===== config.mk =====
export PLATFORM = sky130hd
export DESIGN_NAME = cpuTop
export DESIGN_NICKNAME = d
export VERILOG_FILES = /design/src/verilog/cpuPkg.sv /design/src/verilog/fetchUnit.sv /design/src/verilog/regFile.sv /design/src/verilog/decodeStage.sv /design/src/verilog/aluUnit.sv /design/src/verilog/executeStage.sv /design/src/verilog/cpuTop.sv
export SDC_FILE = /design/constraint.sdc
export NUM_CORES = 2
export LEC_CHECK = 0
export BUFFER_PORTS_ARGS = -buffer_cell sky130_fd_sc_hd__buf_2
export CAP_MARGIN = 20
export CORE_MARGIN = 2
export CORE_UTILIZATION = 52
export DETAILED_ROUTE_END_ITERATION = 16
export GPL_TIMING_DRIVEN = 1
export HOLD_SLACK_MARGIN = 0.05
export MAX_ROUTING_LAYER = met4
export PLACE_DENSITY = 0.64
export SLEW_MARGIN = 20
export SYNTH_ARGS = -nofsm -noshare
export SYNTH_HDL_FRONTEND = slang
export SYNTH_HIERARCHICAL = 1
export SYNTH_MEMORY_MAX_BITS = 65536
export SYNTH_SLANG_ARGS = --single-unit

===== constraint.sdc =====
create_clock -name clk -period 9.8 [get_ports clk]
set_input_delay 0 -clock clk [delete_from_list [all_inputs] [get_ports clk]]
set_output_delay 0 -clock clk [all_outputs]
set_load 0.005 [all_outputs]

===== src/verilog/cpuPkg.sv =====
`default_nettype none

package cpuPkg;

  //////////////////////////////////////////////////////////////////////
  // Widths that carry a meaning
  //////////////////////////////////////////////////////////////////////
  typedef logic [15:0] dataWord;     // Register and ALU data
  typedef logic [15:0] pcWord;       // Instruction address
  typedef logic [15:0] instrWord;    // One instruction
  typedef logic [3:0]  regAddr;      // R0..R15
  typedef logic [3:0]  shiftAmount;  // Shift count from [3:0]
  typedef logic [2:0]  branchCond;   // ccc field of B

  // Opcode field [15:12]
  typedef enum logic [3:0] {
    opAdd   = 4'd0,
    opSub   = 4'd1,
    opAnd   = 4'd2,
    opNor   = 4'd3,
    opSll   = 4'd4,
    opSrl   = 4'd5,
    opSra   = 4'd6,
    opLlb   = 4'd7,   // Sign-extended imm8
    opLhb   = 4'd8,   // imm8 into high byte
    opNop9  = 4'd9,   // Former load/store slots
    opNop10 = 4'd10,
    opNop11 = 4'd11,
    opB     = 4'd12,  // Conditional branch
    opNop13 = 4'd13,  // Former jump slots
    opNop14 = 4'd14,
    opHlt   = 4'd15
  } opCode;

  //////////////////////////////////////////////////////////////////////
  // Pipeline and bus structs
  //////////////////////////////////////////////////////////////////////
  typedef struct packed {
    logic z;  // Zero
    logic n;  // Negative
    logic v;  // Signed overflow
  } aluFlags;

  // Program load port, testbench side
  typedef struct packed {
    logic     en;
    pcWord    addr;
    instrWord data;
  } progWrite;

  typedef struct packed {
    logic     valid;
    pcWord    pc;     // Address the instr came from
    instrWord instr;
  } ifIdReg;

  typedef struct packed {
    logic      valid;
    opCode     op;
    regAddr    rd;         // Destination
    regAddr    rs;         // Port A address, rd for LHB
    regAddr    rt;         // Port B address, also shamt
    dataWord   rsData;
    dataWord   rtData;
    dataWord   imm;        // Already extended
    branchCond cond;
    pcWord     pc;
    logic      writesReg;  // Opcodes 0..8
    logic      isBranch;
    logic      isHalt;
  } idExReg;

  // Result leaving EX, also the register file write port
  typedef struct packed {
    logic    valid;
    regAddr  addr;
    dataWord data;
  } wbBus;

  //////////////////////////////////////////////////////////////////////
  // Constants
  //////////////////////////////////////////////////////////////////////
  localparam int       imemDepth    = 256;
  localparam int       imemAddrBits = $clog2(imemDepth);
  localparam regAddr   linkRegZero  = 4'd0;     // Hardwired zero register
  localparam instrWord nopInstr     = 16'h9000; // Opcode 9, does nothing

endpackage

`default_nettype wire


===== src/verilog/fetchUnit.sv =====
`default_nettype none

module fetchUnit (
  input  logic              clk,
  input  logic              reset,
  input  cpuPkg::progWrite  progWrite,   // Loader port, live only in reset
  input  logic              redirect,    // Taken branch in EX
  input  cpuPkg::pcWord     redirectPc,
  input  logic              haltSeen,    // HLT sitting in ID
  output cpuPkg::pcWord     pc,
  output cpuPkg::ifIdReg    ifId
);

  cpuPkg::instrWord imem [cpuPkg::imemDepth];
  cpuPkg::instrWord fetched;
  logic             frozen;  // Set once HLT survives ID

  //////////////////////////////////////////////////////////////////////
  // Instruction memory
  //////////////////////////////////////////////////////////////////////
  always_ff @(posedge clk) begin
    if (reset && progWrite.en) begin
      imem[progWrite.addr[cpuPkg::imemAddrBits-1:0]] <= progWrite.data;
    end
  end

  assign fetched = imem[pc[cpuPkg::imemAddrBits-1:0]];  // Async read

  //////////////////////////////////////////////////////////////////////
  // PC and IF/ID register
  //////////////////////////////////////////////////////////////////////
  always_ff @(posedge clk) begin
    if (reset) begin
      pc         <= '0;
      frozen     <= 1'b0;
      ifId.valid <= 1'b0;
      ifId.pc    <= '0;
      ifId.instr <= cpuPkg::nopInstr;
    end else if (redirect) begin
      // Branch wins over a halt in ID
      pc         <= redirectPc;
      ifId.valid <= 1'b0;              // Flush shadow slot
      ifId.pc    <= redirectPc;
      ifId.instr <= cpuPkg::nopInstr;
    end else if (haltSeen || frozen) begin
      frozen     <= 1'b1;              // PC holds from here on
      ifId.valid <= 1'b0;
      ifId.pc    <= pc;
      ifId.instr <= cpuPkg::nopInstr;
    end else begin
      pc         <= pc + 16'd1;
      ifId.valid <= 1'b1;
      ifId.pc    <= pc;
      ifId.instr <= fetched;
    end
  end

endmodule

`default_nettype wire


===== src/verilog/regFile.sv =====
`default_nettype none

module regFile (
  input  logic            clk,
  input  logic            reset,
  input  cpuPkg::regAddr  rdAddrA,
  input  cpuPkg::regAddr  rdAddrB,
  output cpuPkg::dataWord rdDataA,
  output cpuPkg::dataWord rdDataB,
  input  cpuPkg::wbBus    wb       // Write port from EX
);

  cpuPkg::dataWord regs [16];

  // Zero register, then bypass, then array
  function automatic cpuPkg::dataWord readPort(input cpuPkg::regAddr addr);
    if (addr == cpuPkg::linkRegZero) return '0;
    if (wb.valid && wb.addr == addr) return wb.data;  // Same-cycle write
    return regs[addr];
  endfunction

  always_ff @(posedge clk) begin
    if (reset) begin
      for (int i = 0; i < 16; i++) begin
        regs[i] <= '0;
      end
    end else if (wb.valid && wb.addr != cpuPkg::linkRegZero) begin
      regs[wb.addr] <= wb.data;
    end
  end

  always_comb begin
    rdDataA = readPort(rdAddrA);
    rdDataB = readPort(rdAddrB);
  end

endmodule

`default_nettype wire


===== src/verilog/decodeStage.sv =====
`default_nettype none

module decodeStage (
  input  logic            clk,
  input  logic            reset,
  input  cpuPkg::ifIdReg  ifId,
  input  logic            flush,     // Redirect from EX
  output cpuPkg::regAddr  rdAddrA,
  output cpuPkg::regAddr  rdAddrB,
  input  cpuPkg::dataWord rdDataA,
  input  cpuPkg::dataWord rdDataB,
  output logic            haltSeen,
  output cpuPkg::idExReg  idEx
);

  cpuPkg::opCode  op;
  cpuPkg::idExReg idNext;

  //////////////////////////////////////////////////////////////////////
  // Field split and register reads
  //////////////////////////////////////////////////////////////////////
  assign op = cpuPkg::opCode'(ifId.instr[15:12]);

  // LHB merges into its own rd, so rd goes out on port A
  assign rdAddrA = (op == cpuPkg::opLhb) ? ifId.instr[11:8] : ifId.instr[7:4];
  assign rdAddrB = ifId.instr[3:0];

  // Fetch freezes on this, redirect still overrides it
  assign haltSeen = ifId.valid && (op == cpuPkg::opHlt);

  //////////////////////////////////////////////////////////////////////
  // Control and immediates
  //////////////////////////////////////////////////////////////////////
  always_comb begin
    idNext = '0;
    idNext.valid  = ifId.valid && !flush;  // Bubble on flush
    idNext.op     = op;
    idNext.rd     = ifId.instr[11:8];
    idNext.rs     = rdAddrA;               // Matches what was read
    idNext.rt     = rdAddrB;
    idNext.rsData = rdDataA;
    idNext.rtData = rdDataB;
    idNext.cond   = ifId.instr[11:9];
    idNext.pc     = ifId.pc;

    idNext.writesReg = (op <= cpuPkg::opLhb);   // Opcodes 0..8
    idNext.isBranch  = (op == cpuPkg::opB);
    idNext.isHalt    = (op == cpuPkg::opHlt);

    case (op)
      cpuPkg::opLlb: begin
        idNext.imm = {{8{ifId.instr[7]}}, ifId.instr[7:0]};  // Sign-extend
      end
      cpuPkg::opLhb: begin
        idNext.imm = {ifId.instr[7:0], 8'h00};              // Pre-shifted
      end
      cpuPkg::opB: begin
        idNext.imm = {{7{ifId.instr[8]}}, ifId.instr[8:0]}; // 9-bit offset
      end
      default: begin
        idNext.imm = '0;
      end
    endcase
  end

  //////////////////////////////////////////////////////////////////////
  // ID/EX register
  //////////////////////////////////////////////////////////////////////
  always_ff @(posedge clk) begin
    if (reset) begin
      idEx <= '0;
    end else begin
      idEx <= idNext;
    end
  end

endmodule

`default_nettype wire


===== src/verilog/aluUnit.sv =====
`default_nettype none

module aluUnit (
  input  cpuPkg::opCode      op,
  input  cpuPkg::dataWord    a,       // rs, or rd for LHB
  input  cpuPkg::dataWord    b,       // rt
  input  cpuPkg::shiftAmount shamt,
  input  cpuPkg::dataWord    imm,
  output cpuPkg::dataWord    result,
  output cpuPkg::aluFlags    flags,
  output logic               setZ,    // Z write enable
  output logic               setNv    // N and V write enable
);

  cpuPkg::dataWord sum;
  cpuPkg::dataWord diff;
  logic            addOv;
  logic            subOv;

  assign sum  = a + b;  // Wraps
  assign diff = a - b;

  // Signed overflow of the wrapped result
  assign addOv = (a[15] == b[15]) && (sum[15] != a[15]);
  assign subOv = (a[15] != b[15]) && (diff[15] != a[15]);

  always_comb begin
    case (op)
      cpuPkg::opAdd: result = sum;
      cpuPkg::opSub: result = diff;
      cpuPkg::opAnd: result = a & b;
      cpuPkg::opNor: result = ~(a | b);
      cpuPkg::opSll: result = a << shamt;
      cpuPkg::opSrl: result = a >> shamt;
      cpuPkg::opSra: result = $signed(a) >>> shamt;  // Keeps sign
      cpuPkg::opLlb: result = imm;
      cpuPkg::opLhb: result = {imm[15:8], a[7:0]};   // Own low byte stays
      default:       result = '0;
    endcase
  end

  always_comb begin
    flags.z = (result == '0);
    flags.n = result[15];
    case (op)
      cpuPkg::opAdd: flags.v = addOv;
      cpuPkg::opSub: flags.v = subOv;
      default:       flags.v = 1'b0;
    endcase
  end

  // Every ALU-type opcode touches Z, only add and sub touch N and V
  assign setZ  = (op <= cpuPkg::opLhb);
  assign setNv = (op == cpuPkg::opAdd) || (op == cpuPkg::opSub);

endmodule

`default_nettype wire


===== src/verilog/executeStage.sv =====
`default_nettype none

module executeStage (
  input  logic           clk,
  input  logic           reset,
  input  cpuPkg::idExReg idEx,
  output logic           redirect,    // One-cycle strobe
  output cpuPkg::pcWord  redirectPc,
  output cpuPkg::wbBus   wb,
  output logic           hlt
);

  cpuPkg::dataWord opA;
  cpuPkg::dataWord opB;
  cpuPkg::dataWord aluResult;
  cpuPkg::aluFlags aluFl;
  cpuPkg::aluFlags flagReg;    // Z N V from older instructions
  logic            setZ;
  logic            setNv;
  logic            condMet;

  //////////////////////////////////////////////////////////////////////
  // Forwarding from the write-back register
  //////////////////////////////////////////////////////////////////////
  // wb.valid is never set for R0, so no zero check needed here
  assign opA = (wb.valid && wb.addr == idEx.rs) ? wb.data : idEx.rsData;
  assign opB = (wb.valid && wb.addr == idEx.rt) ? wb.data : idEx.rtData;

  aluUnit alu_i (
    .op     (idEx.op),
    .a      (opA),
    .b      (opB),
    .shamt  (idEx.rt),     // Same field as rt
    .imm    (idEx.imm),
    .result (aluResult),
    .flags  (aluFl),
    .setZ   (setZ),
    .setNv  (setNv)
  );

  always_ff @(posedge clk) begin
    if (reset) begin
      flagReg <= '0;
    end else if (idEx.valid) begin
      if (setZ)  flagReg.z <= aluFl.z;
      if (setNv) begin
        flagReg.n <= aluFl.n;
        flagReg.v <= aluFl.v;
      end
    end
  end

  //////////////////////////////////////////////////////////////////////
  // Branch resolution
  //////////////////////////////////////////////////////////////////////
  always_comb begin
    case (idEx.cond)
      3'b000:  condMet = !flagReg.z;
      3'b001:  condMet = flagReg.z;
      3'b010:  condMet = !flagReg.z && !flagReg.n;              // Greater than
      3'b011:  condMet = flagReg.n;                             // Less than
      3'b100:  condMet = flagReg.z || (!flagReg.z && !flagReg.n);
      3'b101:  condMet = flagReg.n || flagReg.z;
      3'b110:  condMet = flagReg.v;
      default: condMet = 1'b1;                                  // Always
    endcase
  end

  assign redirect   = idEx.valid && idEx.isBranch && condMet;
  assign redirectPc = idEx.pc + 16'd1 + idEx.imm;  // Relative to next addr

  //////////////////////////////////////////////////////////////////////
  // Write-back register and halt
  //////////////////////////////////////////////////////////////////////
  always_ff @(posedge clk) begin
    if (reset) begin
      wb  <= '0;
      hlt <= 1'b0;
    end else begin
      wb.valid <= idEx.valid && idEx.writesReg && (idEx.rd != cpuPkg::linkRegZero);
      wb.addr  <= idEx.rd;
      wb.data  <= aluResult;
      if (idEx.valid && idEx.isHalt) hlt <= 1'b1;  // Sticky until reset
    end
  end

endmodule

`default_nettype wire


===== src/verilog/cpuTop.sv =====
`default_nettype none

module cpuTop (
  input  logic             clk,
  input  logic             reset,
  input  cpuPkg::progWrite progWrite,  // Program load during reset
  output cpuPkg::pcWord    pc,
  output logic             hlt,
  output cpuPkg::wbBus     wbBus       // Also feeds the register file
);

  cpuPkg::ifIdReg  ifId;
  cpuPkg::idExReg  idEx;
  cpuPkg::regAddr  rdAddrA;
  cpuPkg::regAddr  rdAddrB;
  cpuPkg::dataWord rdDataA;
  cpuPkg::dataWord rdDataB;
  cpuPkg::pcWord   redirectPc;
  logic            redirect;
  logic            haltSeen;

  //////////////////////////////////////////////////////////////////////
  // Stages
  //////////////////////////////////////////////////////////////////////
  fetchUnit fetch_i (
    .clk        (clk),
    .reset      (reset),
    .progWrite  (progWrite),
    .redirect   (redirect),
    .redirectPc (redirectPc),
    .haltSeen   (haltSeen),
    .pc         (pc),
    .ifId       (ifId)
  );

  regFile regs_i (
    .clk     (clk),
    .reset   (reset),
    .rdAddrA (rdAddrA),
    .rdAddrB (rdAddrB),
    .rdDataA (rdDataA),
    .rdDataB (rdDataB),
    .wb      (wbBus)
  );

  decodeStage decode_i (
    .clk      (clk),
    .reset    (reset),
    .ifId     (ifId),
    .flush    (redirect),   // Kills the ID slot on a taken branch
    .rdAddrA  (rdAddrA),
    .rdAddrB  (rdAddrB),
    .rdDataA  (rdDataA),
    .rdDataB  (rdDataB),
    .haltSeen (haltSeen),
    .idEx     (idEx)
  );

  executeStage execute_i (
    .clk        (clk),
    .reset      (reset),
    .idEx       (idEx),
    .redirect   (redirect),
    .redirectPc (redirectPc),
    .wb         (wbBus),
    .hlt        (hlt)
  );

endmodule

`default_nettype wire


==> flow_metrics.py <==
metrics = {
    "logic_synthesis": {
        "synth_most_common_cell": "edfxtp_1",
        "async_flop_share": 0,
        "synthTopCellsByArea": "edfxtp_1 (72%), mux4_2 (11%), mux2i_1 (4.2%)",
        "synth_commonest_cells": "edfxtp_1 (4352), mux4_2 (899), mux2i_1 (762)",
        "yosys_register_bits": 4519,
        "synth_cells": 9500,
        "synth_area_leader_cell": "edfxtp_1",
        "synth_edf_count": 4352,
        "syn_area_um2": 182700,
        "avgSynthCellArea_um2": 19.23,
        "ys_warn_count": 6,
        "synth_cell_type_count": 101,
        "yosysSeqAreaShare": 0.7336,
        "synth_top_area_frac": 0.7153,
        "ys.flop_type": "edfxtp_1",
    },
    "floorplanning": {
        "die_area_um2": 356100,
        "core_area_um2": 349400,
        "fp-row-count": 217,
        "die_h_um": 596.8,
        "initial_core_util": 0.5229,
        "io-pin-count": 73,
        "die_w_um": 596.8,
    },
    "worst_setup_path": {
        "end_kind": "register",
        "crit_type": "reg -> reg",
        "r2r_cells": 17,
        "worst-path-buf-inv": 1,
        "critPathLaunchType": "register",
        "cp_top_family": "simple AND/OR/NAND/NOR gates",
        "crit_arrival_ps": 7330,
        "rr_startpoint": "execute_i/wb[16]",
        "crit_fanout": 16,
        "r2r_slack_ps": 3380,
        "r2r-end": "execute_i/flagReg[2]",
        "required_ps": 10710,
        "crit_slowest_cell": "dfxtp_1",
        "cpPeakStageDelay_ps": 800,
        "crit_chain": "xor2_1 > nor4_4 > buf_4 > mux2_2 > ha_1 > fa_1 > mux2i_1 > xnor2_1 > a221oi_1 > nand3_1 > a211o_1 > or4b_1 > or4_1 > or4b_1 > nor4_2 > nand3_1 > a21oi_1",
    },
    "timing": {
        "fin_crit_sh": 0.6547,
        "period_minus_slack_ps": 6416,
        "hold_ws_ps": 51.36,
        "relSlewSlack": 0.1720,
        "setup_viol": 0,
        "worst_pin_slew_ps": 1229,
        "finalMaxSlewViolations": 0,
        "rsz0062_at_grt": "false",
        "setup_tns_ps": 0,
        "worst_slack_ps": 3384,
        "fin_skew_ps": 55.13,
        "max_freq_ghz": 0.1559,
        "hold_viol_final": 0,
    },
    "clock_tree": {
        "cts_tree": "built",
        "htree_levels": 5,
        "ctsHoldBuffers": 32,
        "cts_resized": 0,
        "max-clock-path-buffers": 4,
        "cts-root-buf": "clkbuf_16",
        "cts_setup_buffers": 0,
        "clkTransAtPathRegs_ps": 60,
        "cts_sinks": 4519,
        "clk_latency_ps": 1020,
        "cts_made_buffers": 453,
    },
    "placed_design": {
        "place_ws_ps": 3459,
        "io_buffers": 64,
        "hpwl_um": 293900,
        "place.gp.congestion": 0.8913,
        "dp_cells": 13980,
    },
    "global_route": {
        "grt_pass1_wl_um": 697500,
        "grt_pass1_vias": 95470,
        "antenna_found_initial": 20,
        "grt_overflow": 0,
        "grt_max_degree": 174,
        "grt_use_total": 0.2814,
    },
    "power": {
        "swShare": 0.2436,
        "power_switching_mw": 10.55,
        "p_per_area_nw_per_um2": 211.9,
        "combPwrFrac": 0.111,
        "p_leak_nw": 64.55,
        "clockPowerShare": 0.392,
        "cellInternalPower_mw": 32.75,
        "total_power_mw": 43.30,
        "max-vdd-ir-drop_mv": 0.1717,
        "seqPwrFrac": 0.497,
    },
    "flow_run": {
        "max_cap_viol_count": 0,
    },
    "detailed_routing": {
        "drt_wl_total_um": 490000,
        "drt-initial-drc-count": 12800,
        "wl_per_cell_um": 32.94,
        "postRouteAntennaNets": 0,
        "drc_errors": 0,
        "via_per_inst": 6.487,
        "vias": 96480,
        "dr.pass1.iters": 7,
    },
    "run_status": {
        "status": "completed",
    },
    "worst_hold_path": {
        "holdPathEnd": "fetch_i/imem[234][5]",
        "min_path_cells": 2,
        "min-delay-start": "progWrite[5]",
        "hp-class": "in -> reg",
    },
    "cells_and_area": {
        "layout.nets": 9975,
        "final_cell_count_no_fill": 14870,
        "drive_gt1_frac": 0.2201,
        "syn2layout_area_growth_pct": 11.85,
    },
}
worst max path at each step:
| stage | start | end | cells past startpoint |
|---|---|---|---|
| 5_1_grt | execute_i/wb[16] | execute_i/flagReg[2] | 17 |
| 3_5_place_dp | execute_i/wb[16] | execute_i/flagReg[2] | 17 |
| 2_1_floorplan | execute_i/wb[18] | execute_i/flagReg[2] | 16 |
| 4_1_cts | execute_i/wb[16] | execute_i/flagReg[2] | 17 |
| 3_3_place_gp | execute_i/wb[16] | execute_i/flagReg[2] | 17 |
| 6_report | execute_i/wb[16] | execute_i/flagReg[2] | 17 |
worst register-to-register path: cells and delay by family (launching register included):
family	cells	cell delay, ps
AOI/OAI and AO/OA	3	850
xor gates and xnor gates	2	310
adders and majority gates	2	720
buffers and inverters	1	330
DFF	1	800
muxes	2	650
and+or+nand+nor	7	2700
metal layers:
layer	wire length [um]	part of all wire	global-route usage	up-vias
li1	-	-	-	40010
met1	195800	0.40	0.3910	50960
met4	18510	0.038	0.09481	0
met5	0	0	-	-
met3	42120	0.086	0.03819	799
met2	233500	0.48	0.4344	4710
area by class of cell:
class / instances / area (um2)
Fill cell: 25390 / 145100
Sequential cell: 4519 / 134100
Multi-Input combinational cell: 4310 / 45290
Clock buffer: 547 / 11790
Tap cell: 4599 / 5754
Timing Repair Buffer: 528 / 4438
Clock inverter: 293 / 2749
Inverter: 62 / 240.2
Antenna cell: 16 / 40.04
state kept, by name, summed over array words and instances, names as in the netlist, named ones only:
name               cells
execute_i/flagReg      3
regs_i/regs          256
execute_i/hlt          1
fetch_i/ifId          33
fetch_i/pc            16
fetch_i/imem        4096
decode_i/idEx         84
execute_i/wb          21
fetch_i/frozen         1
per-stage QoR:
| step | util | instance area [um2] |
|---|---|---|
| final | 0.5848 | 204400 |
| after global routing | 0.5848 | 204300 |
| after CTS | 0.5842 | 204200 |
| after detailed placement | 0.5417 | 189300 |
| after global placement | 0.5411 | 189100 |
| after floorplan | - | 182800 |
cells by family after synthesis:
logic type | share of synthesized area
buf+inv | 0.02137
mux | 0.1564
compound gates | 0.04725
fa+ha+maj | 0.004698
simple gates | 0.03462
other cells | 0.00002052
flops | 0.7336
xor+xnor | 0.002061
power groups by stage:
stage               logic, mW  clock network, mW  registers [mW]
floorplan                3.22                  0            21.8
global placement         4.70                  0            21.9
detailed placement       4.75                  0            21.9
CTS                      4.78               17.2            21.5
global route             5.06               17.9            21.5
finish                   4.79               17.0            21.5
cell usage in the layout, fill, tap and decap left out, drive strengths merged, types with 24 or more instances in the layout:
cell and count:
mux2i 762, nor2 410, bufinv 40, o221ai 287
nand2 130, nor2b 110, ha 63, or2 27
mux2 53, o31ai 50, clkbuf 550, o22ai 220
xnor2 24, nand3 97, o21ai 159, and2 254
a211oi 60, edfxtp 4352, buf 493, dfxtp 167
nor3 46, inv 75, a21oi 234, dlygate4sd3 32
mux4 903, a221oi 36, a31oi 38, clkinv 228
(Power assumes the default switching activity.)
